<file path="src/cache_pkg.sv">
package cache_pkg;

    // Bus widths
    localparam int addr_width = 64;
    localparam int data_width = 64;

    // Geometry
    localparam int line_bytes     = 64;                    // Bytes per line
    localparam int beats_per_line = line_bytes / (data_width / 8); // Words per line
    localparam int num_sets       = 4;
    localparam int num_ways       = 4;

    // Address split into tag, index and offset
    localparam int offset_width   = $clog2(line_bytes);    // Byte offset in a line
    localparam int word_sel_width = $clog2(beats_per_line);
    localparam int index_width    = $clog2(num_sets);
    localparam int tag_width      = addr_width - index_width - offset_width;
    localparam int way_width      = $clog2(num_ways);

    typedef logic [data_width-1:0]     word_t;
    typedef logic [tag_width-1:0]      tag_t;
    typedef logic [index_width-1:0]    set_index_t;
    typedef logic [way_width-1:0]      way_t;
    typedef logic [word_sel_width-1:0] word_sel_t;

    // Request FSM of the controller
    typedef enum logic [1:0] {
        st_idle    = 2'd0, // Waiting for req
        st_lookup  = 2'd1, // Tag compare on the registered address
        st_refill  = 2'd2, // Line fetch in progress
        st_respond = 2'd3  // Ack held until req falls
    } ctrl_state_t;

endpackage

</file>
<file path="src/dcache_tag_array.sv">
`timescale 1ns/1ps

module dcache_tag_array import cache_pkg::*; (
    input  logic       clock,
    input  logic       reset,
    input  set_index_t lookup_index,
    input  tag_t       lookup_tag,
    input  logic       install,
    input  way_t       install_way,
    output logic       hit,
    output way_t       hit_way,
    output logic       set_full,
    output way_t       free_way
);

    tag_t                tags  [num_sets][num_ways]; // Tag storage
    logic [num_ways-1:0] valid [num_sets];           // One valid bit per way
    logic [num_ways-1:0] match;                      // Per-way tag hit
    logic                fill_pending;               // Between the two install strobes
    way_t                fill_way;                   // Way opened by the first strobe

    // Tag write on the first strobe of a fill
    always_ff @(posedge clock) begin
        if (install && !fill_pending) begin
            tags[lookup_index][install_way] <= lookup_tag;
            fill_way                        <= install_way;
        end
    end

    // Install comes twice per fill
    // First strobe drops valid while beats arrive, second one sets it
    always_ff @(posedge clock) begin
        if (reset) begin
            valid        <= '{default: '0};
            fill_pending <= 1'b0;
        end else if (install) begin
            valid[lookup_index][install_way] <= fill_pending;
            fill_pending <= !fill_pending;
        end
    end

    // Parallel compare over all ways of the set
    always_comb begin
        hit_way  = '0;
        free_way = '0;
        for (int w = num_ways - 1; w >= 0; w--) begin // Downward so lowest way wins
            match[w] = valid[lookup_index][w] && (tags[lookup_index][w] == lookup_tag);
            if (match[w]) begin
                hit_way = way_t'(w);
            end
            if (!valid[lookup_index][w]) begin
                free_way = way_t'(w);              // Lowest empty way
            end
        end
    end

    assign hit      = |match;
    assign set_full = &valid[lookup_index];         // No empty way left

    // A tag lives in one way of a set at most
    a_single_hit: assert property (@(posedge clock) disable iff (reset)
        $onehot0(match))
        else $error("tag array: more than one way hits in set %0d", lookup_index);

    // Both strobes of one fill go to the same way
    a_install_way: assert property (@(posedge clock) disable iff (reset)
        install && fill_pending |-> install_way == fill_way)
        else $error("tag array: fill finished in a different way");

endmodule

</file>
<file path="config.mk">
export PLATFORM = sky130hd
export DESIGN_NAME = dcache_tag_array
export DESIGN_NICKNAME = d
export VERILOG_FILES = /design/src/cache_pkg.sv /design/src/dcache_tag_array.sv
export SDC_FILE = /design/constraint.sdc
export NUM_CORES = 1
export LEC_CHECK = 0
export BUFFER_PORTS_ARGS = -buffer_cell sky130_fd_sc_hd__buf_4
export CORE_MARGIN = 1
export CORE_UTILIZATION = 40
export DETAILED_ROUTE_END_ITERATION = 12
export GPL_TIMING_DRIVEN = 0
export SLEW_MARGIN = 0
export SYNTH_ARGS = -nofsm -noshare
export SYNTH_HDL_FRONTEND = slang
export SYNTH_SLANG_ARGS = --single-unit
</file>
<file path="constraint.sdc">
create_clock -name clock -period 6.7 [get_ports clock]
set_input_delay 1.34 -clock clock [delete_from_list [all_inputs] [get_ports clock]]
set_output_delay 1.34 -clock clock [all_outputs]
set_load 0.005 [all_outputs]
</file>
==> results of run 1 <==
-- per-stage QoR --
stage	cell area, um2	util [%]	setup WS (ps)	TNS (ps)	power (mW)
6_report	42100	46.8	34.2	0	12.2
5_1_grt	42100	46.8	2.04	0	12.5
4_1_cts	42100	46.8	7.35	0	12.3
3_5_place_dp	39000	43.4	-963	-2580	7.28
3_3_place_gp	38200	42.5	-3130	-2327060	7.25
2_1_floorplan	36300	-	1200	0	6.88
-- worst max-delay path by stage --
stage	end	slack (ps)	depth (start not counted)
2_1_floorplan	tags[3][100]	1200	9
3_3_place_gp	tags[3][28]	-3130	7
3_5_place_dp	hit_way[1]	-960	11
4_1_cts	hit_way[1]	7	11
5_1_grt	hit	2	12
6_report	hit_way[1]	30	11
-- cell type report --
type	count	area, um2	area share [%]
plain buffers	81	455	1.08
flip-flops and latches	913	27200	64.8
well taps	1176	1470	3.50
clock buffers	114	2430	5.77
inverters	18	67.6	0.161
diodes	1	2.50	0.00595
repair buffers	97	1170	2.77
multi-input cells	731	8730	20.7
clock inverters	58	508	1.21
-- cells by family after synthesis --
group,synth area share [%]
flip-flops,75.1
AND/OR/NAND/NOR,2.33
XOR/XNOR,4.66
multiplexers,14.7
buffers and inverters,1.41
AO/OA/AOI/OAI,1.78
-- worst max-delay path, delay by kind of cell --
| kind | cells | cell delay, ps |
|---|---|---|
| AO/OA/AOI/OAI | 1 | 380 |
| XOR/XNOR | 1 | 280 |
| buffers and inverters | 4 | 1190 |
| multiplexers | 1 | 600 |
| AND/OR/NAND/NOR | 4 | 1500 |
-- cell usage after synthesis, drive strengths merged (20+ instances only) --
cell / count / share of area [%]
nor4: 27 / 0.48
a21oi: 20 / 0.28
buf: 60 / 0.97
nor2: 43 / 0.44
nand4: 33 / 0.57
xor2: 58 / 1.4
clkbuf: 24 / 0.25
edfxtp: 896 / 74
mux4: 204 / 13
xnor2: 135 / 3.3
nand2: 34 / 0.35
mux2i: 61 / 1.7
-- power by group through the flow --
stage | Clock [mW] | Sequential (mW) | Combinational, mW
6_report | 5.02 | 6.35 | 0.808
5_1_grt | 5.31 | 6.35 | 0.848
4_1_cts | 5.09 | 6.35 | 0.815
3_5_place_dp | 0 | 6.47 | 0.808
3_3_place_gp | 0 | 6.48 | 0.776
2_1_floorplan | 0 | 6.47 | 0.410
-- per-layer routing --
| metal | routed length, um | share of wire (%) | up-vias |
|---|---|---|---|
| met4 | 2610 | 2.6 | 4 |
| met1 | 42500 | 42 | 9857 |
| met5 | 29 | 0.028 | - |
| li1 | - | - | 7558 |
| met2 | 49300 | 48 | 864 |
| met3 | 7830 | 7.7 | 141 |
-- timing repair --
action	4_1_cts	5_1_grt
resized for setup	27	3
pin swaps	1	2
setup endpoints to repair	3	3
-- flip-flops by register name, summed over array words and instances (netlist names) --
register	count
valid	16
fill_pending	1
tags	896
==> summary.md, run 1 <==
| Metric | Value |
|---|---|
| Slowest stage cell on the critical path | mux4_2 |
| Post-route ant nets | 0 |
| Sink Count | 913 |
| Count of pins over their slew limit | 0 |
| Avg Cell Area, Syn | between 20 and 25 um2 |
| Setup crit end kind | primary output |
| Ports | just under 70 |
| DP Cell Count | about 3000 |
| Number of global-route vias before repair | 18300 |
| Setup violators final | 0 |
| DR vias/cell | between 5 and 6 |
| Fmax achieved | about 0.15 GHz |
| Violation count after the first detailed-route iteration | roughly 2200 |
| Initial antenna violation count | 3 |
| Synth Net Count | between 1500 and 2000 |
| Post-CTS setup buffer count | 0 |
| Synthesized cell area | 0.0363 mm2 |
| Worst reg-to-reg path cell count | 5 |
| Routability congestion estimate | ~0.9 |
| Tot GR Track Use | around 23% |
| Req. time, crit path | 5360 ps |
| Gate power share | around 6.6% |
| Initial core utilization | about two fifths |
| Post-DP HPWL | slightly below 70 mm |
| Hold Path Class | reg -> reg |
| Status | finished clean |
| Endpoints failing hold | 0 |
| Non-filler cells, final | between 3000 and 4000 |
| Max incr delay on CP | approximately 600 ps |
| Synth Flop Type | edfxtp_1 |
| P per Cell Area | just under 300 mW/mm2 |
| Data arrival, critical path | between 5000 and 6000 ps |
| Fin crit period | 6670 ps |
| CTS max path bufs | 3 |
| Hold Path Sink | valid[13] |
| Sw frac | ~22% |
| Die Y | 303 um |
| Total CTS buffers | 93 |
| Max-Cap Viols | 0 |
| Reg2Reg Launch Point | fill_pending |
| Die area | around 0.092 mm2 |
| Hold_buf cts | 0 |
| Hold Path Cell Cnt | 2 |
| Share of post-route cells with drive strength above 1 | between 20% and 30% |
| Synthesis warning total | 0 |
| Synth cell types | 50 |
| Core Area | ~0.09 mm2 |
| Slew @ Worst Pin | roughly 1000 ps |
| Commonest non-fill, non-tap cells in the layout | edfxtp_1 (896), mux4_2 (204), xnor2_1 (133) |
| Total net switching power | roughly 2.7 mW |
| P_int | between 9 and 10 mW |
| Reg clk slew, reported paths | around 60 ps |
| Vias | approximately 18000 |
| Hold_ws | roughly 470 ps |
| Routed len/inst | roughly 32 um |
| M1 GR Usage | 31.8% |
| Clock Latency Late Sink | 660 ps |
| R2R Setup Slk | between 4000 and 5000 ps |
| Layout Skew | around 17 ps |
| R2R Path End | tags[3][28] |
| RSZ-0062 raised after global routing | false |
| Hold Crit Start | valid[13] |
| Synthesis-to-finish area growth | 16.0% |
| Max IR drop VDD | roughly 200 uV |
| Met2 Resource Use GR | between 30% and 40% |
| Setup crit start kind | primary input |
| CTS H-tree lvls | 3 |
| Pin count of the biggest net entering global routing | 27 |
| GR Layer Usage met3 | 3.68% |
| Share of the yosys chip area belonging to registers | roughly three quarters |
| Drt drc | 0 |
| Commonest non-fill, non-tap cell in the layout | edfxtp_1 |
| CTS tree | yes |
| First-pass GRT wire length | roughly 140 mm |
| Synthesis-stage register bit count | between 900 and 1000 |
| Worst setup path startpoint | lookup_index[0] |
| Crit-path max FO | 10 |
| Total grt overflow | 0 |
| Final WL | between 100 and 150 mm |
| P_leak | between 10 and 15 nW |
| Most Crowded Layer GR | met2 |
| EDFF count, synth | about 900 |
| Fraction of registers with async set/reset | 0% |
| Die Width | between 300 and 400 um |
| Fillers | ~7400 |
| Port Buf Inserts | 65 |
| Clock power frac | approximately two fifths |
| FP Rows | 110 |
| Fin crit share | 99.5% |
| Nets | between 1500 and 2000 |
| Reg power frac | 52.1% |
| First drt pass iteration count | 5 |
| Crit Path Category | in -> out |
| Mapped Cells | roughly 1700 |
| Cell chain of the critical path | buf_6 -> buf_4 -> buf_2 -> mux4_2 -> xnor2_1 -> nand4_1 -> nor4_2 -> nand4_1 -> or2_1 -> a21oi_1 -> buf_4 |
| Max-Slew Margin vs Limit | 31.1% |
| Root Driver | clkbuf_16 |
No activity file was read; power rests on OpenSTA's default activity.
==> inputs of run 2 (changes only) <==
- CTS_CLUSTER_SIZE: unset -> 12
- SETUP_SLACK_MARGIN: unset -> 0.15
==> run 2 against run 1 <==
  * Clock power decreased by 4%
  * Count of clock-buffer cells in the layout increased by 7
  * Final area decreased by 0.21%
==> summary.md, run 2 (synthesized netlist as in run 1, its figures left out) <==
| Metric | Value |
|---|---|
| Root Driver | clkbuf_16 |
| Clock Latency Late Sink | about 650 ps |
| Total grt overflow | 0 |
| Biggest register | tags |
| Final WL | between 100 and 150 mm |
| Violation count after the first detailed-route iteration | slightly above 2000 |
| P_leak | about 13 nW |
| Cell chain of the critical path | buf_2 -> buf_2 -> clkbuf_4 -> buf_2 -> mux4_2 -> xor2_1 -> nor4_1 -> nand4_1 -> o22ai_1 -> nand3b_1 -> buf_4 |
| CTS max path bufs | 3 |
| R2R Setup Slk | ~4100 ps |
| Commonest non-fill, non-tap cell in the layout | edfxtp_1 |
| P per Cell Area | 286 mW/mm2 |
| Fin crit share | a little over nine tenths |
| Nets | 2001 |
| First-pass GRT wire length | roughly 140 mm |
| Setup crit end kind | primary output |
| Req. time, crit path | 5360 ps |
| P_int | ~9.3 mW |
| Reg power frac | between 50% and 60% |
| Reg2Reg Launch Point | fill_pending |
| Tot GR Track Use | around 23% |
| Worst setup path startpoint | lookup_index[1] |
| Die Width | 303 um |
| Setup crit start kind | primary input |
| CTS tree | yes |
| Crit-path max FO | 10 |
| CTS H-tree lvls | 3 |
| Synthesis-to-finish area growth | 15.7% |
| DR vias/cell | around 5.8 |
| Max incr delay on CP | 720 ps |
| Worst reg-to-reg path cell count | 5 |
| Diode count | 0 |
| Fillers | 7457 |
| Total net switching power | around 2.7 mW |
| Crit Path Category | in -> out |
| Port Buf Inserts | 65 |
| Number of global-route vias before repair | 18300 |
| Gate power share | around 6.8% |
| Die area | roughly 0.092 mm2 |
| Die Y | about 300 um |
| Layout Skew | about 12 ps |
| Sw frac | between 20 and 25% |
| Post-route ant nets | 0 |
| Overall power | 12.0 mW |
| Routed len/inst | approximately 32 um |
| Fin crit period | approximately 6600 ps |
| Top Registers | tags x896, valid x16, fill_pending x1 |
| Max reg flops | around 900 |
| RSZ-0062 raised after global routing | true |
| Core Area | around 0.09 mm2 |
| Vias | between 15000 and 20000 |
| Critical path destination | hit |
| Share of post-route cells with drive strength above 1 | between 20 and 30% |
| Count of pins over their slew limit | 0 |
| Initial core utilization | between 40% and 50% |
| Hold Path Class | reg -> reg |
| First drt pass iteration count | 7 |
| Total CTS buffers | 93 |
| Final Instance Area | between 0.04 and 0.05 mm2 |
| Post-CTS setup buffer count | 0 |
| R2R Path End | tags[3][28] |
| Hold Path Cell Cnt | 2 |
| Slew @ Worst Pin | 1010 ps |
| Setup violators final | 0 |
| Pin count of the biggest net entering global routing | 27 |
| Post-DP HPWL | roughly 68 mm |
| Slowest stage cell on the critical path | nor4_1 |
| Initial antenna violation count | 5 |
| Fmax achieved | ~0.15 GHz |
| Endpoints failing hold | 0 |
| Dpl cell area | between 0.03 and 0.04 mm2 |
| Max IR drop VDD | around 200 uV |
| Reg clk slew, reported paths | roughly 60 ps |
| Commonest non-fill, non-tap cells in the layout | edfxtp_1 (896), mux4_2 (204), xnor2_1 (133) |
| FP Rows | 110 |
| Drt drc | 0 |
| Hold_buf cts | 0 |
| Sink Count | slightly above 900 |
| Routability congestion estimate | 0.916 |
| Data arrival, critical path | about 5200 ps |
| Worst path most repeated cell | buf_2 |
| Max-Slew Margin vs Limit | approximately a third |
| Clock power frac | 40.3% |
| Status | finished clean |
| Ports | 69 |
| Max-Cap Viols | 0 |
-- run 2: cell types whose count changed in the layout (fill, tap and decap cells not counted), moves of 4 or more --
| cell | delta |
|---|---|
| clkbuf_1 | +7 |
| buf_4 | +6 |
| clkinv_1 | -5 |
| buf_6 | +4 |
| buf_2 | -9 |
| clkinv_2 | -13 |
-- run 2: how the worst min path moves through the flow --
stage	startpoint	end	slack, ps
final	valid[13]	valid[13]	480
after detailed placement	valid[1]	valid[1]	470
after global routing	valid[3]	valid[3]	510
after global placement	valid[3]	valid[3]	460
after CTS	valid[1]	valid[1]	470
after floorplan	valid[7]	valid[7]	450
-- run 2: routing by layer --
metal	global-route usage (%)	wire [um]	vias up
met5	0	28	-
met3	3.57	7250	136
met1	31.9	42600	9891
li1	-	-	7551
met2	36.4	49500	843
met4	7.17	2860	4
-- run 2: critical path: cells and delay by family --
kind / cells / cell delay [ps]
and+or+nand+nor: 3 / 1370
xor gates and xnor gates: 1 / 150
buffers and inverters: 5 / 1650
AOI/OAI and AO/OA: 1 / 300
muxes: 1 / 380
-- run 2: power by group through the flow --
stage	combinational (mW)	sequential (mW)	clock (mW)
global route	0.854	6.35	5.12
floorplan	0.410	6.47	0
detailed placement	0.808	6.47	0
CTS	0.820	6.35	4.91
global placement	0.776	6.48	0
finish	0.811	6.35	4.84
-- run 2: layout make-up --
cell class | count | area, um2 | share of cell area, %
plain buffers | 84 | 513 | 1.22
clock buffers | 121 | 2450 | 5.84
clock inverters | 35 | 319 | 0.760
inverters | 18 | 67.6 | 0.161
multi-input cells | 731 | 8750 | 20.8
flip-flops and latches | 913 | 27200 | 64.9
well taps | 1176 | 1470 | 3.50
repair buffers | 97 | 1170 | 2.78
-- run 2: timing repair --
item                                    4_1_cts  5_1_grt
endpoints found under the setup margin        3        3
pin swaps                                     2        5
gates resized for setup                      41        7
-- run 2: through the flow --
stage / std cells / worst slack, ps / hold slack, ps / utilization [%] / setup TNS (ps)
2_1_floorplan: 1746 / 1200 / 450 / - / 0
3_3_place_gp: 2987 / -3130 / 461 / 42.5 / -2327060
3_5_place_dp: 3019 / -963 / 467 / 43.4 / -2580
4_1_cts: 3175 / 128 / 475 / 46.7 / 0
5_1_grt: 3175 / 143 / 512 / 46.7 / 0
6_report: 3175 / 125 / 477 / 46.7 / 0
