$ cat src/cache_pkg.sv
package cache_pkg;

    // Bus widths
    localparam int addr_width = 64;
    localparam int data_width = 64;

    // Geometry
    localparam int line_bytes     = 64;                    // Bytes per line
    localparam int beats_per_line = line_bytes / (data_width / 8); // Words per line
    localparam int num_sets       = 4;
    localparam int num_ways       = 4;

    // Address split into tag, index and offset
    localparam int offset_width   = $clog2(line_bytes);    // Byte offset in a line
    localparam int word_sel_width = $clog2(beats_per_line);
    localparam int index_width    = $clog2(num_sets);
    localparam int tag_width      = addr_width - index_width - offset_width;
    localparam int way_width      = $clog2(num_ways);

    typedef logic [data_width-1:0]     word_t;
    typedef logic [tag_width-1:0]      tag_t;
    typedef logic [index_width-1:0]    set_index_t;
    typedef logic [way_width-1:0]      way_t;
    typedef logic [word_sel_width-1:0] word_sel_t;

    // Request FSM of the controller
    typedef enum logic [1:0] {
        st_idle    = 2'd0, // Waiting for req
        st_lookup  = 2'd1, // Tag compare on the registered address
        st_refill  = 2'd2, // Line fetch in progress
        st_respond = 2'd3  // Ack held until req falls
    } ctrl_state_t;

endpackage

$ cat src/dcache_control.sv
`timescale 1ns/1ps

module dcache_control import cache_pkg::*; (
    input  logic                  clock,
    input  logic                  reset,
    // CPU side
    input  logic                  req,
    input  logic                  write,
    input  logic [addr_width-1:0] address,
    input  word_t                 wdata,
    output logic                  ack,
    output logic [addr_width-1:0] req_address,
    output word_t                 req_wdata,
    // Tag array
    output set_index_t            lookup_index,
    output tag_t                  lookup_tag,
    output word_sel_t             word_sel,
    input  logic                  hit,
    input  logic                  set_full,
    input  way_t                  hit_way,
    input  way_t                  free_way,
    output logic                  install,
    // Data array
    output way_t                  access_way,
    output logic                  cpu_write,
    // Refill engine
    output logic                  refill_start,
    input  logic                  refill_done
);

    ctrl_state_t state;
    logic        req_write;          // Registered write flag
    way_t        victim;             // Way chosen on a miss
    way_t        victim_way;         // Victim kept for the whole refill
    way_t        rr_ptr [num_sets];  // Round-robin replacement pointer per set
    logic        miss;

    // Address fields of the held request
    assign lookup_index = req_address[offset_width +: index_width];
    assign lookup_tag   = req_address[addr_width-1 -: tag_width];
    assign word_sel     = req_address[offset_width-1 -: word_sel_width];

    assign miss   = (state == st_lookup) && !hit;
    assign victim = set_full ? rr_ptr[lookup_index] : free_way; // Empty way first

    // Lookup hit picks the hit way, a miss installs into the victim
    always_comb begin
        case (state)
            st_lookup: access_way = hit ? hit_way : victim;
            st_refill: access_way = victim_way;
            default:   access_way = hit_way;
        endcase
    end

    assign refill_start = miss;
    assign install      = miss || ((state == st_refill) && refill_done); // Start and end of fill
    assign cpu_write    = (state == st_respond) && req_write && !ack;    // Lands with ack

    // Request registers, captured on accept
    always_ff @(posedge clock) begin
        if (state == st_idle && req && !ack) begin
            req_address <= address;
            req_wdata   <= wdata;
            req_write   <= write;
        end
        if (miss) begin
            victim_way <= victim;
        end
    end

    always_ff @(posedge clock) begin
        if (reset) begin
            state  <= st_idle;
            ack    <= 1'b0;
            rr_ptr <= '{default: '0};
        end else begin
            case (state)
                st_idle: begin
                    if (req && !ack) begin
                        state <= st_lookup;          // Accept
                    end
                end
                st_lookup: begin
                    if (hit) begin
                        state <= st_respond;
                    end else begin
                        state <= st_refill;
                        if (set_full) begin
                            rr_ptr[lookup_index] <= rr_ptr[lookup_index] + 1'b1; // Next victim
                        end
                    end
                end
                st_refill: begin
                    if (refill_done) begin
                        state <= st_lookup;          // Line now valid, look up again
                    end
                end
                st_respond: begin
                    if (!ack) begin
                        ack <= 1'b1;                 // Two cycles after lookup start
                    end else if (!req) begin
                        ack   <= 1'b0;               // Four-phase return to zero
                        state <= st_idle;
                    end
                end
                default: state <= st_idle;
            endcase
        end
    end

    // Ack only rises in answer to a live request
    a_ack_needs_req: assert property (@(posedge clock) disable iff (reset)
        !ack && !req |=> !ack)
        else $error("control: ack rose with req low");

endmodule

$ cat config.mk
export PLATFORM = sky130hd
export DESIGN_NAME = dcache_control
export DESIGN_NICKNAME = d
export VERILOG_FILES = /design/src/cache_pkg.sv /design/src/dcache_control.sv
export SDC_FILE = /design/constraint.sdc
export NUM_CORES = 1
export LEC_CHECK = 0
export BUFFER_PORTS_ARGS = -buffer_cell sky130_fd_sc_hd__clkbuf_2
export CORE_AREA = 3 3 130 132
export CTS_BUF_LIST = sky130_fd_sc_hd__clkbuf_8
export DETAILED_ROUTE_END_ITERATION = 8
export DIE_AREA = 0 0 133 135
export PLACE_DENSITY = 0.74
export SLEW_MARGIN = 20
export SYNTH_ARGS = -nofsm -noshare
export SYNTH_HDL_FRONTEND = slang
export SYNTH_SLANG_ARGS = --single-unit
$ cat constraint.sdc
create_clock -name clock -period 8.7 [get_ports clock]
set_input_delay 1.74 -clock clock [delete_from_list [all_inputs] [get_ports clock]]
set_output_delay 1.74 -clock clock [all_outputs]
set_load 0.01 [all_outputs]
==> results of run 1 <==
## where the power goes
part / switching [mW] / leakage (nW) / total (mW) / internal (mW)
logic: 0.305 / 1.57 / 0.479 / 0.174
clock network: 0.252 / 0.198 / 0.534 / 0.283
registers: 0.0627 / 1.33 / 1.01 / 0.942
## placed cells by master (no fill, tap or decap), types with 3 or more instances in the layout
master / netlist / final
clkbuf_8: 0 / 17
nor2_1: 13 / 12
ha_1: 4 / 4
mux2i_1: 4 / 4
dfxtp_1: 11 / 11
a211oi_1: 4 / 4
nand2_1: 9 / 9
clkinvlp_4: 0 / 3
inv_1: 4 / 5
nor3b_1: 3 / 3
edfxtp_1: 131 / 131
inv_6: 0 / 3
bufinv_16: 0 / 3
clkbuf_2: 0 / 333
## through the flow
stage                     std cells  power [mW]  utilization, %
after CTS                       788        2.05            44.0
after global routing            788        2.13            44.0
final                           788        2.02            44.0
after global placement          757        1.50            41.4
after detailed placement        757        1.51            41.4
after floorplan                 268        1.34               -
## critical path: stages
cell      delay [ps]
clkbuf_2         110
nor2b_1          350
nand3_1          130
nand2_1           70
clkbuf_2         120
## Yosys cell counts
library cell  number
mux4_2             2
clkbuf_1           1
nor2_1            13
a21oi_2            1
o21ai_0            2
nand2_1            9
nor2b_1            1
o22ai_1            1
mux2i_1            4
nand2b_1           1
and3_2             1
inv_1              4
a32oi_1            2
nand3b_1           2
xor2_2             1
buf_4             61
edfxtp_1         131
mux2_2             1
dfxtp_1           11
a21oi_1            2
or2_1              1
mux2_4             1
ha_1               4
a211oi_1           4
nand3_1            2
nor3_1             1
nor3b_1            3
a21o_1             1
## per-layer routing
| metal | part of all wire, % | vias to the layer above |
|---|---|---|
| li1 | - | 1512 |
| met1 | 37 | 1501 |
| met2 | 53 | 168 |
| met3 | 8.5 | 13 |
| met4 | 1.3 | 0 |
| met5 | 0 | - |
## flip-flops by register name (all words and copies together), names as in the netlist
| signal | count |
|---|---|
| req_wdata | 64 |
| rr_ptr | 8 |
| state | 2 |
| victim_way | 2 |
| ack | 1 |
| req_address | 64 |
| req_write | 1 |
## final timing paths
check | startpoint | end | slack, ps | depth (start not counted)
max | hit | access_way[0] | 4440 | 5
min | rr_ptr[6]$_SDFFE_PP0P_ | rr_ptr[6]$_SDFFE_PP0P_ | 460 | 2
max reg2reg | state[0]$_SDFFE_PP0P_ | req_address[17]$_DFFE_PP_ | 6830 | 5
min reg2reg | rr_ptr[6]$_SDFFE_PP0P_ | rr_ptr[6]$_SDFFE_PP0P_ | 460 | 2
## cell type report
type | count | area (µm²)
Inverter | 4 | 15.0
Clock buffer | 17 | 234
Sequential cell | 142 | 4150
Clock inverter | 14 | 169
Multi-Input combinational cell | 60 | 437
Fill cell | 1471 | 8870
Timing Repair Buffer | 335 | 1680
Tap cell | 216 | 270
## kinds of logic (layout without fill, tap and decap cells)
group | after synthesis | in the layout | share of synthesized area, %
and+or+nand+nor | 34 | 34 | 3.19
buffers and inverters | 66 | 370 | 9.42
xor gates and xnor gates | 1 | 1 | 0.322
adders and majority gates | 4 | 4 | 0.989
DFF | 142 | 142 | 82.1
muxes | 8 | 8 | 2.20
AOI/OAI and AO/OA | 13 | 13 | 1.78
==> results.md, run 1 <==
- Leak: 3.10 nW
- Post-route setup slack: 4440 ps
- Clock tree from TritonCTS: done
- Number of global-route vias before repair: 3,179
- Total wire length: 12,600 µm
- Hold WS: 462 ps
- Period Utilization, post-route: 49.0%
- Critical path capture point type: primary output
- GRT met1 Usage: 15.4%
- # DRC: 0
- Die area: 18,000 µm²
- Most Crowded Layer GR: met2
- Largest net degree at the start of global routing: 66
- Final slew viol count: 0
- Max rail drop VDD: 0.188 mV
- Chip Height: 135 µm
- IO Port Bufs: 333
- Outcome: completed
- Worst min path class: flop to flop
- Number of setup buffers added after CTS: 0
- Dpl hpwl: 10,000 µm
- Total Nets Final: 703
- Synth Warn #: 0
- Area of the core: 15,800 µm²
- Via-per-instance ratio: 4.05
- Clock-pin slew on the worst setup and hold paths: 80 ps
- Pre-CTS setup slack: 4440 ps
- GRT Total Usage: 13.5%
- WL per Instance: 16.0 µm
- Mapped cell area: 5060 µm²
- Synth Register Bits: 142
- Top post-synthesis cells by area: edfxtp_1, buf_4, dfxtp_1, ha_1, nor2_1
- Initial Utilization: 32.0%
- Final Hold Viols: 0
- Ratio of cells with drive above 1 in the final layout: 65.0%
- Post-CTS Hold Fix Bufs: 0
- Final min period: 4260 ps
- Worst path arrival time: 2520 ps
- CP Data Required Time: 6960 ps
- CTS Buf Count: 17
- Via Count: 3,194
- Synthesized area per cell: 18.9 µm²
- Headroom to the max-slew limit: 45.4%
- Final setup violating endpoints: 0
- Total congestion overflow: 0
- P per Cell Area: 290 nW/µm²
- Clock Latency Late Sink: 430 ps
- RD Place Congestion: 0.760
- Fmax: 235 MHz
- Design area: 6960 µm²
- Sequential fraction of the synthesis area: 82.1%
- N_diodes: 0
- Final Skew: 11.2 ps
- Cell taking the most area after synthesis: edfxtp_1
- Area after DPL: 6560 µm²
- Peak fanout along the critical path: 6
- Met3 usage: 5.44%
- Antenna violations before repair: 0
- Max-cap violation count: 0
- Post-CTS Resized: 0
- Startpoint types: primary input
- Syn_nets: 411
- Met2 Track Usage GR: 23.3%
- Area Growth Syn to Fin: 37.6%
- Critical path type: primary input to primary output
- Share of the synthesized area in the top cell type: 77.7%
- CTS sink cnt: 142
- Routed Antenna Nets: 0
- Width of the die: 133 µm
- Cells after Synth: 268
- Post-synth cell types: 28
- First-pass GRT wire length: 18,000 µm
- Pre-Repair DR Iteration Count: 4
- Std-Cell Rows: 46
- Clk buf depth: 2
- Root Driver: clkbuf_8
- Initial DRC count: 156
- TNS Setup: 0 ps
- Pin slew with the least headroom to its limit: 819 ps
- I/O pins: 334
- H-tree Lvls: 4
- Unrepaired setup endpoints after global routing: false
Power figures use the tool's default switching activity.
==> run 2, diff against run 1 <==
==> constraint.sdc (replaced) <==
create_clock -name clock -period 4.5 [get_ports clock]
set_input_delay 0.9 -clock clock [delete_from_list [all_inputs] [get_ports clock]]
set_output_delay 0.9 -clock clock [all_outputs]
set_load 0.01 [all_outputs]
==> run 2 against run 1 <==
Utilization rose by 0.087 points; power rose by 95%; sequential cell count is the same; first-iteration DRC count is 9.6% lower; critical endpoint unchanged; clock-buffer cell count did not move; die area did not move; register-to-register slack got worse by 4300 ps; largest power group unchanged; worst setup slack got worse by 3000 ps; highest routed layer unchanged; non-clock buffer count did not move.
==> results.md, run 2 (synthesis gave the netlist of run 1 again) <==
- Footprint of the multi-input gates: 437 µm² (unchanged)
- Commonest non-fill, non-tap cell in the layout: clkbuf_2 (unchanged)
- GRT Total Usage: 13.3% (was 13.5%)
- Final Skew: 11.3 ps (was 11.2 ps)
- Critical path type: flop to primary output (was primary input to primary output)
- Final slew viol count: 0 (unchanged)
- Initial DRC count: 141 (was 156)
- Clock Latency Late Sink: 430 ps (about the same)
- P per Cell Area: 563 nW/µm² (was 290 nW/µm²)
- Crit path largest cell delay: 640 ps (was 350 ps)
- Total Nets Final: 703 (unchanged)
- Hold Path Depth: 2 (unchanged)
- WP buf/inv: 1 (was 2)
- R2R setup slack: 2530 ps (was 6830 ps)
- Critical path capture point type: primary output (unchanged)
- Root Driver: clkbuf_8 (unchanged)
- TNS Setup: 0 ps (unchanged)
- Total congestion overflow: 0 (unchanged)
- Ratio of cells with drive above 1 in the final layout: 65.4% (was 65.0%)
- WL per Instance: 15.5 µm (was 16.0 µm)
- Final core utilization: 44.1% (was 44.0%)
- Pin slew with the least headroom to its limit: 940 ps (was 819 ps)
- Area of the core: 15,800 µm² (unchanged)
- CTS Buf Count: 17 (unchanged)
- Post-route setup slack: 1460 ps (was 4440 ps)
- Hold Crit Start: rr_ptr[6]$_SDFFE_PP0P_ (unchanged)
- Area Growth Syn to Fin: 37.8% (was 37.6%)
- Post-CTS Resized: 0 (unchanged)
- # DRC: 0 (unchanged)
- Leak: 3.11 nW (was 3.10 nW)
- R2R depth: 5 (unchanged)
- RR Startpoint: state[0]$_SDFFE_PP0P_ (unchanged)
- Max stage delay cell, worst path: mux4_2 (was nor2b_1)
- Total wire length: 12,200 µm (was 12,600 µm)
- Startpoint types: flop (was primary input)
- Unrepaired setup endpoints after global routing: false (unchanged)
- Die area: 18,000 µm² (unchanged)
- Hold Path End: rr_ptr[6]$_SDFFE_PP0P_ (unchanged)
- CP Data Required Time: 3600 ps (was 6960 ps)
- Clk buf depth: 2 (unchanged)
- Worst path arrival time: 2140 ps (was 2520 ps)
- Via-per-instance ratio: 4.05 (about the same)
- Final Hold Viols: 0 (unchanged)
- N_diodes: 0 (unchanged)
- Cell family with most CP delay: multiplexers (was simple AND/OR/NAND/NOR gates)
- Chip Height: 135 µm (unchanged)
- Most frequent cells in the layout: clkbuf_2, edfxtp_1, clkbuf_8, nor2_1, dfxtp_1 (unchanged)
- Clock-pin slew on the worst setup and hold paths: 80 ps (about the same)
- FILL cells: 1,422 (was 1,471)
- IO Port Bufs: 333 (unchanged)
- Max rail drop VDD: 0.282 mV (was 0.188 mV)
- Reg-to-reg critical path endpoint: req_wdata[59]$_DFFE_PP_ (was req_address[17]$_DFFE_PP_)
- Outcome: completed (unchanged)
- CTS sink cnt: 142 (unchanged)
- Initial Utilization: 32.0% (unchanged)
- H-tree Lvls: 4 (unchanged)
- Routed Antenna Nets: 0 (unchanged)
- RD Place Congestion: 0.770 (was 0.760)
- Hold WS: 464 ps (was 462 ps)
- Number of setup buffers added after CTS: 0 (unchanged)
- Worst min path class: flop to flop (unchanged)
- Largest net degree at the start of global routing: 76 (was 66)
- I/O pins: 334 (unchanged)
- Std-Cell Rows: 46 (unchanged)
- Width of the die: 133 µm (unchanged)
- Post-CTS Hold Fix Bufs: 0 (unchanged)
- Via Count: 3,195 (was 3,194)
- Max-cap violation count: 0 (unchanged)
- Fmax: 329 MHz
- First-pass GRT wire length: 17,600 µm (was 18,000 µm)
- Pre-Repair DR Iteration Count: 4 (unchanged)
- Dpl hpwl: 9810 µm (was 10,000 µm)
- Biggest regs: req_address x64, req_wdata x64, rr_ptr x8 (unchanged)
- Pre-CTS setup slack: 1900 ps (was 4440 ps)
- Antenna violations before repair: 0 (unchanged)
- CP Cell Sequence: mux4_2 -> mux2_4 -> nand3_1 -> nand2_1 -> clkbuf_2 (was clkbuf_2 -> nor2b_1 -> nand3_1 -> nand2_1 -> clkbuf_2)
- Peak fanout along the critical path: 8 (was 6)
- Clock tree from TritonCTS: done (unchanged)
- Final min period: 3040 ps
- Final setup violating endpoints: 0 (unchanged)
- Number of global-route vias before repair: 3,149 (was 3,179)
- Period Utilization, post-route: 67.6%
- Headroom to the max-slew limit: 37.3% (was 45.4%)
- Seq. cell area: 4150 µm² (unchanged)
-- run 2: cell types whose count changed in the layout (fill, tap and decap cells not counted), sizes merged --
cell / previous run / this run
clkinvlp: 3 / 1
inv: 8 / 10
-- run 2: area by class of cell --
| class | instances | share of cell area, % |
|---|---|---|
| Clock buffer | 17 | 3.35 |
| Multi-Input combinational cell | 60 | 6.26 |
| Timing Repair Buffer | 335 | 24.1 |
| Inverter | 4 | 0.215 |
| Sequential cell | 142 | 59.6 |
| Tap cell | 216 | 3.88 |
| Clock inverter | 14 | 2.62 |
-- run 2: metal layers --
metal	global-route usage, %	part of all wire [%]	vias to the layer above
li1	-	-	1517
met1	13.4	34	1465
met2	24.4	54	204
met3	6.41	10	9
met4	4.04	1.2	0
met5	0	0	-
-- run 2: worst reg2reg max path, delay by kind of cell (launching register included) --
kind	cells	cell delay [ps]
buffers and inverters	3	890
flip-flops	1	340
adder cells (fa/ha/maj)	1	200
AND/OR/NAND/NOR	1	100
-- run 2: worst max path at each step --
| stage | cells past startpoint | endpoint | from | slack [ps] |
|---|---|---|---|---|
| 2_1_floorplan | 2 | req_address[0]$_DFFE_PP_ | req | 1180 |
| 3_3_place_gp | 5 | access_way[0] | req_address[6]$_DFFE_PP_ | 1930 |
| 3_5_place_dp | 5 | access_way[0] | req_address[6]$_DFFE_PP_ | 1900 |
| 4_1_cts | 5 | access_way[0] | req_address[6]$_DFFE_PP_ | 1390 |
| 5_1_grt | 5 | access_way[0] | req_address[6]$_DFFE_PP_ | 1310 |
| 6_report | 5 | access_way[0] | req_address[6]$_DFFE_PP_ | 1460 |
-- run 2: stage by stage --
step / area, µm² / cells / power (mW)
4_1_cts: 6970 / 788 / 4.01
2_1_floorplan: 5070 / 268 / 2.55
3_5_place_dp: 6560 / 757 / 2.92
3_3_place_gp: 6560 / 757 / 2.90
6_report: 6970 / 788 / 3.93
5_1_grt: 6970 / 788 / 4.15
-- run 2: power breakdown --
| part | internal (mW) | switching (mW) | leakage (nW) |
|---|---|---|---|
| Sequential | 1.82 | 0.121 | 1.33 |
| Combinational | 0.336 | 0.586 | 1.57 |
| Clock | 0.559 | 0.504 | 0.211 |
