<file path="src/axi_pkg.sv">
package axi_pkg;

    // AR channel field types
    typedef logic [1:0] axi_burst_t;
    typedef logic [7:0] axi_len_t;
    typedef logic [2:0] axi_size_t;

    // One line refill is eight beats of 8 bytes
    localparam axi_len_t   axi_len_line   = 8'd7;  // Beats minus one
    localparam axi_size_t  axi_size_dword = 3'd3;  // 2**3 bytes per beat

    // Linear burst from a line-aligned address
    localparam axi_burst_t axi_burst_incr = 2'b01;

endpackage

</file>
<file path="src/cache_pkg.sv">
package cache_pkg;

    // Bus widths
    localparam int addr_width = 64;
    localparam int data_width = 64;

    // Geometry
    localparam int line_bytes     = 64;                    // Bytes per line
    localparam int beats_per_line = line_bytes / (data_width / 8); // Words per line
    localparam int num_sets       = 4;
    localparam int num_ways       = 4;

    // Address split into tag, index and offset
    localparam int offset_width   = $clog2(line_bytes);    // Byte offset in a line
    localparam int word_sel_width = $clog2(beats_per_line);
    localparam int index_width    = $clog2(num_sets);
    localparam int tag_width      = addr_width - index_width - offset_width;
    localparam int way_width      = $clog2(num_ways);

    typedef logic [data_width-1:0]     word_t;
    typedef logic [tag_width-1:0]      tag_t;
    typedef logic [index_width-1:0]    set_index_t;
    typedef logic [way_width-1:0]      way_t;
    typedef logic [word_sel_width-1:0] word_sel_t;

    // Request FSM of the controller
    typedef enum logic [1:0] {
        st_idle    = 2'd0, // Waiting for req
        st_lookup  = 2'd1, // Tag compare on the registered address
        st_refill  = 2'd2, // Line fetch in progress
        st_respond = 2'd3  // Ack held until req falls
    } ctrl_state_t;

endpackage

</file>
<file path="src/dcache_refill.sv">
`timescale 1ns/1ps

module dcache_refill import cache_pkg::*, axi_pkg::*; (
    input  logic                  clock,
    input  logic                  reset,
    input  logic                  start,
    input  logic [addr_width-1:0] line_address,
    output logic                  beat_write,
    output word_sel_t             beat_sel,
    output word_t                 beat_data,
    output logic                  done,
    // AXI read address channel
    output logic                  m_axi_arvalid,
    input  logic                  m_axi_arready,
    output logic [addr_width-1:0] m_axi_araddr,
    output axi_len_t              m_axi_arlen,
    output axi_size_t             m_axi_arsize,
    output axi_burst_t            m_axi_arburst,
    // AXI read data channel
    input  logic                  m_axi_rvalid,
    output logic                  m_axi_rready,
    input  word_t                 m_axi_rdata,
    input  logic                  m_axi_rlast
);

    word_sel_t beat_count; // Next beat slot in the line

    // Burst fields, fixed for every refill
    assign m_axi_araddr  = {line_address[addr_width-1:offset_width], {offset_width{1'b0}}};
    assign m_axi_arlen   = axi_len_line;
    assign m_axi_arsize  = axi_size_dword;
    assign m_axi_arburst = axi_burst_incr;

    // Each accepted beat goes straight to the data array
    assign beat_write = m_axi_rvalid && m_axi_rready;
    assign beat_sel   = beat_count;
    assign beat_data  = m_axi_rdata;

    always_ff @(posedge clock) begin
        if (reset) begin
            m_axi_arvalid <= 1'b0;
            m_axi_rready  <= 1'b0;
            beat_count    <= '0;
            done          <= 1'b0;
        end else begin
            done <= 1'b0;                                   // Single-cycle pulse
            if (start) begin
                m_axi_arvalid <= 1'b1;                      // Address phase next cycle
                beat_count    <= '0;
            end else if (m_axi_arvalid && m_axi_arready) begin
                m_axi_arvalid <= 1'b0;
                m_axi_rready  <= 1'b1;                      // Open for data beats
            end else if (beat_write) begin
                beat_count <= beat_count + 1'b1;
                if (m_axi_rlast) begin
                    m_axi_rready <= 1'b0;
                    done         <= 1'b1;                   // One cycle after last beat
                end
            end
        end
    end

    // Memory must end the burst on beat eight
    a_rlast_eighth: assert property (@(posedge clock) disable iff (reset)
        beat_write |-> (m_axi_rlast == (beat_count == word_sel_t'(beats_per_line - 1))))
        else $error("refill: rlast on beat %0d", beat_count);

    // AR request held steady until taken
    a_ar_stable: assert property (@(posedge clock) disable iff (reset)
        m_axi_arvalid && !m_axi_arready |=> m_axi_arvalid && $stable(m_axi_araddr))
        else $error("refill: AR request changed before arready");

endmodule

</file>
<file path="config.mk">
export PLATFORM = sky130hd
export DESIGN_NAME = dcache_refill
export DESIGN_NICKNAME = d
export VERILOG_FILES = /design/src/axi_pkg.sv /design/src/cache_pkg.sv /design/src/dcache_refill.sv
export SDC_FILE = /design/constraint.sdc
export NUM_CORES = 1
export LEC_CHECK = 0
export ABC_CLOCK_PERIOD_IN_PS = 1690
export BUFFER_PORTS_ARGS = -buffer_cell sky130_fd_sc_hd__buf_2
export CAP_MARGIN = 30
export CORE_AREA = 2 2 111 113
export DETAILED_ROUTE_END_ITERATION = 12
export DIE_AREA = 0 0 113 115
export SLEW_MARGIN = 25
export SYNTH_ARGS = -nofsm -noshare
export SYNTH_HDL_FRONTEND = slang
export SYNTH_SLANG_ARGS = --single-unit
</file>
<file path="constraint.sdc">
create_clock -name clock -period 1.69 [get_ports clock]
set_input_delay 0.169 -clock clock [delete_from_list [all_inputs] [get_ports clock]]
set_output_delay 0.169 -clock clock [all_outputs]
set_load 0.005 [all_outputs]
</file>
==> metrics.md, run 1 <==
| Metric | Value |
|---|---|
| Layout Nets | `200` |
| Most frequent cells in the layout | `19 x conb_1, 12 x buf_2, 6 x dfxtp_1` |
| DR WL/cell | `13.38 µm` |
| Depth of the worst hold-timing path | `2` |
| Pre-CTS setup slack | `355.6 ps` |
| Post-DP HPWL | `2318 µm` |
| Avg Inst Size Synth | `7.702 µm²` |
| F_max | `0.7419 GHz` |
| Initial antenna violation count | `0` |
| Slew Viols, Final | `0` |
| Crit path from | `beat_sel[0]` |
| Vias per inst | `2.290` |
| Clock Skew | `0.2622 ps` |
| Critical Path RT | `1850 ps` |
| Die ar. | `13000 µm²` |
| Vias in the first global route | `442` |
| Period utilization | `79.75%` |
| Maxcap violations | `0` |
| Post-Layout Inst Area | `645.6 µm²` |
| Detailed-route via count | `481` |
| Clock Tree Buf Depth | `2` |
| Largest net degree at the start of global routing | `9` |
| Fin. Hold Viols | `0` |
| Status | `complete, but fails checks` |
| R2R Path End | `beat_sel[2]` |
| Setup ws final | `342.2 ps` |
| Cell area after placement | `570.5 µm²` |
| Top-area cell type share of the netlist area | `79.44%` |
| Chip width | `113 µm` |
| Hold crit path type | `in2reg` |
| Static leakage | `0.2535 nW` |
| CP Launch Type | `flop` |
| Worst r2r src | `beat_sel[0]` |
| Synth Warn # | `0` |
| Most common cell after layout, fill and taps aside | `conb_1` |
| PnR Total Power | `0.5594 mW` |
| Core area | `11810 µm²` |
| CTS resizes | `0` |
| Final min period | `1348 ps` |
| Seq cells post-synth | `6` |
| CP Class | `reg2reg` |
| RSZ-0062 raised after global routing | `false` |
| # diodes | `0` |
| Synth Instances | `173` |
| Synthesized area | `1333 µm²` |
| Setup tns final | `0 ps` |
| Failing checks | `design-rule violations` |
| Clock transition at the registers of the reported paths | `30 ps` |
| Top-Level Pins | `282` |
| Routed WL | `2809 µm` |
| Drt pass-1 iters | `10` |
| Gr ovfl total | `0` |
| Crit path capture | `beat_sel[2]` |
| Final GP Congestion | `0.6596` |
| Post-synth top area cell | `buf_4` |
| Worst path max stage delay | `500 ps` |
| First-pass GRT wire length | `3201 µm` |
| Post-CTS Hold Buffers | `0` |
| Worst Path Max Fanout | `4` |
| Fill cell count | `1417` |
| Fraction of layout cells with a size suffix above 1 | `26.98%` |
| CP max stage cell | `or4_1` |
| Final setup viols | `0` |
| Worst VDD drop | `0.0004849 V` |
| Root Buffer | `clkbuf_16` |
| Flop-to-flop setup slack | `340 ps` |
| Worst-Skew Late Latency | `230 ps` |
| R2R depth | `4` |
| Routed Antenna Nets | `0` |
| Initial Utilization | `11.28%` |
| Syn-to-layout area delta | `-51.55%` |
| Arrival @ worst endpoint | `1510 ps` |
| CP Capture Type | `flop` |
| Cts bufs inserted | `3` |
| Total Routing Usage GR | `3.663%` |
| Die height | `115 µm` |
| Synth area leaders | `buf_4 79%, dfxtp_1 9.0%, a21oi_1 1.9%` |
| Row count | `40` |
| Iter 0 DRT Violations | `31` |
| Synth unique cells | `20` |
| CP cell instances | `ha_1 > clkinvlp_2 > or4_1 > a21oi_1` |
| # DRC | `19` |
| Sink Count | `6` |
| Power per Cell Area | `866.4 nW/µm²` |
| CTS tree | `built` |
| Setup repair bufs after CTS | `0` |
| Sequential area share after synthesis | `9.014%` |
| Number of port buffers | `12` |
| CTS H-tree lvls | `1` |
## cells by family (layout without fill, tap and decap cells)
group	after synthesis	in the layout	share of synthesized area [%]
AOI/OAI and AO/OA	9	9	3.568
buffers and inverters	145	18	81.22
other	2	19	0.5636
adders and majority gates	1	1	0.9388
and+or+nand+nor	10	10	4.696
DFF	6	6	9.014
## Yosys cell counts, drive strengths merged
cell type and count:
ha 1, nor2 1, nand3b 1, dfxtp 6, nor4b 1, clkinvlp 1
or4 1, inv 2, nand2 2, o31ai 1, or3 1, and2 1
buf 142, o21ai 3, a21oi 5, nand2b 1, or2 1, conb 2
## how the worst min path moves through the flow
stage / startpoint / endpoint / slack (ps)
2_1_floorplan: reset / m_axi_rready / 240
3_3_place_gp: m_axi_rdata[20] / beat_data[20] / 340
3_5_place_dp: m_axi_rdata[20] / beat_data[20] / 340
4_1_cts: reset / m_axi_rready / 120
5_1_grt: reset / m_axi_rready / 130
6_report: reset / m_axi_rready / 120
## cell type report
| type | instances | area, µm² | share of cell area [%] |
|---|---|---|---|
| multi-input combinational | 39 | 193.9 | 30.04 |
| tap | 147 | 183.9 | 28.49 |
| timing repair buffer | 12 | 60.06 | 9.302 |
| clock buffer | 3 | 75.07 | 11.63 |
| inverter | 3 | 12.51 | 1.938 |
| sequential | 6 | 120.1 | 18.60 |
## where the power goes
group | internal [mW] | total (mW) | switching [mW] | leakage (nW)
clock | 0.303 | 0.379 | 0.0754 | 0.0370
sequential | 0.145 | 0.147 | 0.00181 | 0.0487
combinational | 0.0115 | 0.0335 | 0.0220 | 0.168
total | 0.460 | 0.559 | 0.0993 | 0.253
## state kept, by name, indices dropped and copies added, names as in the netlist
register       cells
beat_sel           3
m_axi_rready       1
done               1
m_axi_arvalid      1
## metrics by stage
| stage | hold slack [ps] | std cells | utilization [%] |
|---|---|---|---|
| 3_5_place_dp | 338.0 | 207 | 4.831 |
| 6_report | 123.1 | 210 | 5.466 |
| 2_1_floorplan | 238.1 | 190 | - |
| 4_1_cts | 121.9 | 210 | 5.466 |
| 5_1_grt | 131.2 | 210 | 5.466 |
| 3_3_place_gp | 338.0 | 207 | 4.831 |
## critical path: cells and delay by family, from the launching register on
kind / cells / cell delay, ps
buffers and inverters: 1 / 90
AO/OA/AOI/OAI: 1 / 140
adder cells (fa/ha/maj): 1 / 180
flip-flops: 1 / 370
AND/OR/NAND/NOR: 1 / 500
## layer usage
layer	wire length [µm]	up-vias	share of wire (%)	track usage (%)
li1	-	152	-	-
met1	429	159	15	1.708
met2	1058	114	38	3.832
met3	831	56	30	4.112
met4	490	0	17	8.455
met5	0	-	0	0
No activity file was read; power rests on OpenSTA's default activity.
==> inputs of run 2 (changes only) <==
Settings changed: ABC_AREA set to 1, ABC_CLOCK_PERIOD_IN_PS 1690 to 1250, CORE_AREA 2 2 111 113 to 2 2 108 110, DIE_AREA 0 0 113 115 to 0 0 110 112.
Clock period 1.69 ns to 1.25 ns, I/O delays scaled along.
==> metrics.md, run 2 <==
| Metric | Value |
|---|---|
| Clk pwr share | `66.8% (was 67.7%)` |
| Depth of the worst hold-timing path | `2 (unchanged)` |
| Slew Viols, Final | `0 (unchanged)` |
| RSZ-0062 raised after global routing | `false (unchanged)` |
| EDFF count, synth | `0 (unchanged)` |
| Flop-to-flop setup slack | `330 ps (was 340 ps)` |
| First-pass GRT wire length | `2704 µm (was 3201 µm)` |
| Total Routing Usage GR | `3.056% (was 3.663%)` |
| R2R Path End | `beat_sel[2] (unchanged)` |
| Static leakage | `0.2774 nW (was 0.2535 nW)` |
| Synth Warn # | `0 (unchanged)` |
| Most frequent cells in the layout | `19 x conb_1, 12 x buf_2, 9 x nand2_1 (was 19 x conb_1, 12 x buf_2, 6 x dfxtp_1)` |
| Chip width | `110 µm (was 113 µm)` |
| Synth area leaders | `buf_4 78%, dfxtp_1 8.9%, nand2_1 2.5% (was buf_4 79%, dfxtp_1 9.0%, a21oi_1 1.9%)` |
| Iter 0 DRT Violations | `13 (was 31)` |
| Most common cell after layout, fill and taps aside | `conb_1 (unchanged)` |
| Vias in the first global route | `448 (was 442)` |
| Initial Utilization | `12.08% (was 11.28%)` |
| F_max | `1.052 GHz` |
| Worst Path Max Fanout | `3 (was 4)` |
| Worst VDD drop | `0.0003269 V (was 0.0004849 V)` |
| Hold crit path type | `in2reg (unchanged)` |
| DR WL/cell | `9.370 µm (was 13.38 µm)` |
| Post-DP HPWL | `1699 µm (was 2318 µm)` |
| Max FFs per register | `3 (unchanged)` |
| Synthesized area | `1350 µm² (was 1333 µm²)` |
| Routed WL | `2024 µm (was 2809 µm)` |
| Seq. cell area | `120.1 µm² (unchanged)` |
| Die ar. | `12320 µm² (was 13000 µm²)` |
| Switching share of power | `17.66% (was 17.74%)` |
| Clock transition at the registers of the reported paths | `30 ps (about the same)` |
| Sink Count | `6 (unchanged)` |
| Core area | `11170 µm² (was 11810 µm²)` |
| Avg Inst Size Synth | `7.418 µm² (was 7.702 µm²)` |
| Post-synthesis compound-gate area fraction | `1.854% (was 3.568%)` |
| Post-synth top area cell | `buf_4 (unchanged)` |
| Layout Nets | `210 (was 200)` |
| Worst r2r src | `beat_sel[0] (unchanged)` |
| CP Capture Type | `output port (was flop)` |
| Clock Skew | `3.286 ps (was 0.2622 ps)` |
| Initial antenna violation count | `0 (unchanged)` |
| CTS tree | `built (unchanged)` |
| Post-Layout Inst Area | `669.4 µm² (was 645.6 µm²)` |
| # DRC | `0 (was 19)` |
| Power per Cell Area | `1129 nW/µm² (was 866.4 nW/µm²)` |
| # diodes | `0 (unchanged)` |
| Switching power | `0.1335 mW (was 0.09925 mW)` |
| Post-Synth Adder-Cell Area | `0.9268% (was 0.9390%)` |
| R2R depth | `6 (was 4)` |
| Fin Hold WS | `94.62 ps (was 123.1 ps)` |
| Cell area after placement | `594.3 µm² (was 570.5 µm²)` |
| Final core occ | `5.990% (was 5.466%)` |
| Row count | `39 (was 40)` |
| CTS resizes | `0 (unchanged)` |
| Routed Antenna Nets | `0 (unchanged)` |
| Mux contribution to synthesized area | `0% (unchanged)` |
| Number of port buffers | `12 (unchanged)` |
| Die height | `112 µm (was 115 µm)` |
| Final setup viols | `0 (unchanged)` |
| Root Buffer | `clkbuf_16 (unchanged)` |
| Status | `finished, final reports clean (was complete, but fails checks)` |
| Period utilization | `76.04%` |
| Fill cell count | `1301 (was 1417)` |
| Final min period | `950.5 ps` |
| Top-area cell type share of the netlist area | `78.41% (was 79.44%)` |
| CP Class | `reg2out (was reg2reg)` |
| Seq cells post-synth | `6 (unchanged)` |
| Simple-gate share of the synthesized area | `7.414% (was 4.695%)` |
| Vias per inst | `2.236 (was 2.290)` |
| Top-Level Pins | `282 (unchanged)` |
| Detailed-route via count | `483 (was 481)` |
| Synth unique cells | `16 (was 20)` |
| CP Launch Type | `flop (unchanged)` |
| Critical Path RT | `1120 ps (was 1850 ps)` |
| Cts bufs inserted | `3 (unchanged)` |
| Largest net degree at the start of global routing | `5 (was 9)` |
| Arrival @ worst endpoint | `830 ps (was 1510 ps)` |
| Drt pass-1 iters | `4 (was 10)` |
| Setup ws final | `299.5 ps (was 342.2 ps)` |
| Gr ovfl total | `0 (unchanged)` |
| Main combinational cell family by area after synthesis | `buffers and inverters (unchanged)` |
| Area of the multi-input gates | `209.0 µm² (was 193.9 µm²)` |
| Clock Tree Buf Depth | `2 (unchanged)` |
| Final GP Congestion | `0.6295 (was 0.6596)` |
| FFs w/ async S/R, synth | `0% (unchanged)` |
| Pre-CTS setup slack | `330.6 ps (was 355.6 ps)` |
| Fin. Hold Viols | `0 (unchanged)` |
| Fraction of layout cells with a size suffix above 1 | `32.88% (was 26.98%)` |
| Syn-to-layout area delta | `-50.42% (was -51.55%)` |
| Xor-xnor portion of the synthesized cell area | `0% (unchanged)` |
| Post-CTS Hold Buffers | `0 (unchanged)` |
| Maxcap violations | `0 (unchanged)` |
| Setup tns final | `0 ps (unchanged)` |
| Sequential area share after synthesis | `8.897% (was 9.014%)` |
| Synth Instances | `182 (was 173)` |
| Share of total power in combinational logic | `6.7% (was 6.0%)` |
| Hold endpoint | `m_axi_arvalid (was m_axi_rready)` |
| Worst-Skew Late Latency | `220 ps (was 230 ps)` |
| Synth Flop Type | `dfxtp_1 (unchanged)` |
| Setup repair bufs after CTS | `0 (unchanged)` |
| Most frequent cell after synthesis | `buf_4 (unchanged)` |
| Internal power | `0.6225 mW (was 0.4601 mW)` |
| CTS H-tree lvls | `1 (unchanged)` |
| Most frequent cells after synthesis | `141 x buf_4, 9 x nand2_1, 6 x dfxtp_1 (was 141 x buf_4, 6 x dfxtp_1, 5 x a21oi_1)` |
| Sequential share of power | `26.5% (was 26.3%)` |
| Hold Startpoint | `reset (unchanged)` |
==> run 2: cell types whose count changed after synthesis, moves of 2 or more <==
cell | previous run | this run
a21oi_1 | 5 | 1
inv_1 | 2 | 5
inv_2 | 0 | 2
nand2_1 | 2 | 9
nand2_2 | 0 | 4
nor2_1 | 1 | 5
==> run 2: how the worst max path moves through the flow <==
| stage | startpoint | endpoint | slack [ps] | cells after the start |
|---|---|---|---|---|
| after global routing | beat_sel[0] | beat_sel[2] | 220 | 6 |
| after CTS | m_axi_rready | beat_write | 290 | 3 |
| final | m_axi_rready | beat_write | 300 | 3 |
| after floorplan | beat_sel[0] | beat_sel[2] | 360 | 6 |
| after detailed placement | beat_sel[0] | beat_sel[2] | 330 | 6 |
| after global placement | beat_sel[0] | beat_sel[2] | 340 | 6 |
==> run 2: logic make-up after synthesis <==
logic type,Yosys count
AOI/OAI and AO/OA,4
adders and majority gates,1
buffers and inverters,148
DFF,6
other,2
and+or+nand+nor,21
==> run 2: worst max-delay path, cell delays in order, from the launching register on <==
cell	delay, ps
dfxtp_1	350
nand2_2	90
inv_2	60
buf_2	100
==> run 2: power groups by stage <==
stage	combinational (mW)	sequential (mW)	clock, mW
after CTS	0.0499	0.200	0.514
after global placement	0.0496	0.203	0
after global routing	0.0597	0.201	0.536
after detailed placement	0.0498	0.203	0
after floorplan	0.390	0.203	0
final	0.0506	0.200	0.505
==> run 2: area by class of cell <==
cell class                 count  area share [%]
multi-input combinational     45           31.21
tap                          143           26.73
sequential                     6           17.94
clock buffer                   3           11.21
timing repair buffer          12           8.972
inverter                       7           3.925
==> run 2: metal layers <==
layer | track usage [%] | up-vias | share of wire [%]
met3 | 2.108 | 64 | 20
met4 | 6.920 | 0 | 20
met5 | 0 | - | 0
met1 | 2.046 | 171 | 22
met2 | 3.313 | 80 | 37
li1 | - | 168 | -
==> run 2: metrics by stage <==
step	instances	total power, mW
floorplan	199	0.5933
global placement	213	0.2527
detailed placement	213	0.2528
CTS	216	0.7642
global route	216	0.7964
finish	216	0.7560
==> inputs of run 3 (changes only) <==
Settings changed: ABC_CLOCK_PERIOD_IN_PS 1250 to 850, CORE_AREA 2 2 108 110 to 2 2 109 111, DIE_AREA 0 0 110 112 to 0 0 111 113.
Clock period 1.25 ns to 0.85 ns, I/O delays scaled along.
==> metrics.md, run 3 (synthesis gave the netlist of run 2 again) <==
| Metric | Value |
|---|---|
| Final min period | `940.3 ps` |
| Routed Antenna Nets | `0 (unchanged)` |
| Dpl cells | `218 (was 213)` |
| Row count | `39 (unchanged)` |
| Detailed-route via count | `521 (was 483)` |
| # DRC | `0 (unchanged)` |
| Syn-to-layout area delta | `-39.02% (was -50.42%)` |
| Worst path max stage delay | `310 ps (was 350 ps)` |
| Core area | `11270 µm² (was 11170 µm²)` |
| F_max | `1.064 GHz` |
| Chip width | `111 µm (was 110 µm)` |
| CTS H-tree lvls | `1 (unchanged)` |
| Vias per inst | `2.305 (was 2.236)` |
| Depth of the worst hold-timing path | `2 (unchanged)` |
| Vias in the first global route | `520 (was 448)` |
| Root Buffer | `clkbuf_16 (unchanged)` |
| Initial antenna violation count | `0 (unchanged)` |
| Drt pass-1 iters | `2 (was 4)` |
| CTS tree | `built (unchanged)` |
| Clock transition at the registers of the reported paths | `30 ps (about the same)` |
| PnR Total Power | `1.164 mW (was 0.7560 mW)` |
| Clock Tree Buf Depth | `2 (unchanged)` |
| CP dominant cell by count | `buf_6` |
| Post-DP HPWL | `1898 µm (was 1699 µm)` |
| Worst r2r src | `m_axi_rready (was beat_sel[0])` |
| Die ar. | `12540 µm² (was 12320 µm²)` |
| First-pass GRT wire length | `3098 µm (was 2704 µm)` |
| Period utilization | `110.6%` |
| Post-Layout Inst Area | `823.3 µm² (was 669.4 µm²)` |
| Maxcap violations | `0 (unchanged)` |
| Slew Viols, Final | `0 (unchanged)` |
| Setup tns final | `-158.6 ps (was 0 ps)` |
| CP Class | `reg2out (unchanged)` |
| Routed WL | `2284 µm (was 2024 µm)` |
| Layout Nets | `220 (was 210)` |
| Static leakage | `0.3407 nW (was 0.2774 nW)` |
| Worst-Skew Late Latency | `230 ps (was 220 ps)` |
| Clock Skew | `2.071 ps (was 3.286 ps)` |
| Fill cell count | `1299 (was 1301)` |
| Fin. Hold Viols | `0 (unchanged)` |
| Top-Level Pins | `282 (unchanged)` |
| Arrival @ worst endpoint | `860 ps (was 830 ps)` |
| Fraction of layout cells with a size suffix above 1 | `51.81% (was 32.88%)` |
| # diodes | `0 (unchanged)` |
| Worst Path Max Fanout | `2 (was 3)` |
| CP Capture Type | `output port (unchanged)` |
| Hold crit path type | `in2reg (unchanged)` |
| Post-CTS Hold Buffers | `0 (unchanged)` |
| Die height | `113 µm (was 112 µm)` |
| Flop-to-flop setup slack | `-30 ps (was 330 ps)` |
| Final setup viols | `7 (was 0)` |
| Max FFs per register | `3 (unchanged)` |
| R2R Path End | `beat_sel[0] (was beat_sel[2])` |
| Number of port buffers | `12 (unchanged)` |
| RSZ-0062 raised after global routing | `true (was false)` |
| DR WL/cell | `10.11 µm (was 9.370 µm)` |
| Most frequent cells in the layout | `19 x conb_1, 9 x buf_6, 8 x nand2_1 (was 19 x conb_1, 12 x buf_2, 9 x nand2_1)` |
| Critical Path RT | `760 ps (was 1120 ps)` |
| Cell area after placement | `646.9 µm² (was 594.3 µm²)` |
| CP cell instances | `nand2_2 > inv_2 > buf_6 > buf_6 (was nand2_2 > inv_2 > buf_2)` |
| Gr ovfl total | `0 (unchanged)` |
| Largest net degree at the start of global routing | `5 (unchanged)` |
| Status | `complete, but fails checks (was finished, final reports clean)` |
| CP Launch Type | `flop (unchanged)` |
| Initial Utilization | `11.98% (was 12.08%)` |
| Iter 0 DRT Violations | `4 (was 13)` |
| Worst VDD drop | `0.0006943 V (was 0.0003269 V)` |
| Hold Startpoint | `reset (unchanged)` |
| Failing checks | `negative setup slack` |
| Sink Count | `6 (unchanged)` |
| Pre-CTS setup slack | `-6.126 ps (was 330.6 ps)` |
| Final GP Congestion | `0.6832 (was 0.6295)` |
| Cts bufs inserted | `3 (unchanged)` |
| Power per Cell Area | `1414 nW/µm² (was 1129 nW/µm²)` |
| R2R depth | `6 (unchanged)` |
| Total Routing Usage GR | `3.321% (was 3.056%)` |
| CP max stage cell | `dfxtp_2 (was dfxtp_1)` |
| Setup ws final | `-90.27 ps (was 299.5 ps)` |
| Hold endpoint | `m_axi_arvalid (unchanged)` |
| Most common cell after layout, fill and taps aside | `conb_1 (unchanged)` |
| Non-filler cells, final | `226 (was 216)` |
==> run 3: changes by cell type in the layout (fill, tap and decap cells not counted) <==
cell,before,now
buf_2,12,7
buf_4,0,6
buf_6,0,9
dfxtp_1,6,1
dfxtp_2,0,5
ha_1,1,0
ha_4,0,1
nand2_1,9,8
nand2_4,0,1
nor2_1,5,4
nor2_2,1,2
o21ai_1,1,0
o21ai_2,0,1
==> run 3: how the worst max path moves through the flow <==
| stage | from | end | slack [ps] | cells past startpoint |
|---|---|---|---|---|
| final | m_axi_rready | beat_write | -90 | 4 |
| after global routing | m_axi_rready | beat_write | -120 | 4 |
| after CTS | m_axi_rready | beat_write | -110 | 4 |
| after detailed placement | beat_sel[0] | beat_sel[2] | -6 | 6 |
| after global placement | beat_sel[0] | beat_sel[2] | -8 | 6 |
| after floorplan | m_axi_rready | beat_sel[1] | 20 | 5 |
==> run 3: final cells by class <==
type	count	area, µm²	share of cell area, %
timing repair buffer	22	181.4	22.04
clock buffer	3	75.07	9.119
sequential	6	126.4	15.35
multi-input combinational	45	235.2	28.57
tap	143	178.9	21.73
inverter	7	26.28	3.191
==> run 3: critical path: cells and delay by family, from the launching register on <==
family                 cells  cell delay [ps]
buffers and inverters      3              250
DFF                        1              310
and+or+nand+nor            1               60
==> run 3: routing by layer <==
layer  GRT usage [%]  up-vias  wire (µm)
met5               0        -          0
li1                -      188          -
met3           3.214       42        482
met1           1.782      190        445
met2           4.785      101       1073
met4           5.167        0        282
==> run 3: where the power goes <==
part / switching, mW / internal [mW] / total, mW
Sequential: 0.00460 / 0.291 / 0.295
Clock: 0.154 / 0.603 / 0.757
Combinational: 0.0617 / 0.0502 / 0.112
Total: 0.220 / 0.944 / 1.16
==> run 3: repair_timing <==
item,in CTS,in global routing
setup buffers,3,2
resized for setup,11,5
setup endpoints to repair,6,10
pin swaps,4,1
==> run 3: through the flow <==
step,util (%),hold WS [ps]
2_1_floorplan,-,154.1
3_3_place_gp,5.739,170.0
3_5_place_dp,5.739,170.0
4_1_cts,7.037,50.57
5_1_grt,7.304,71.51
6_report,7.304,52.90
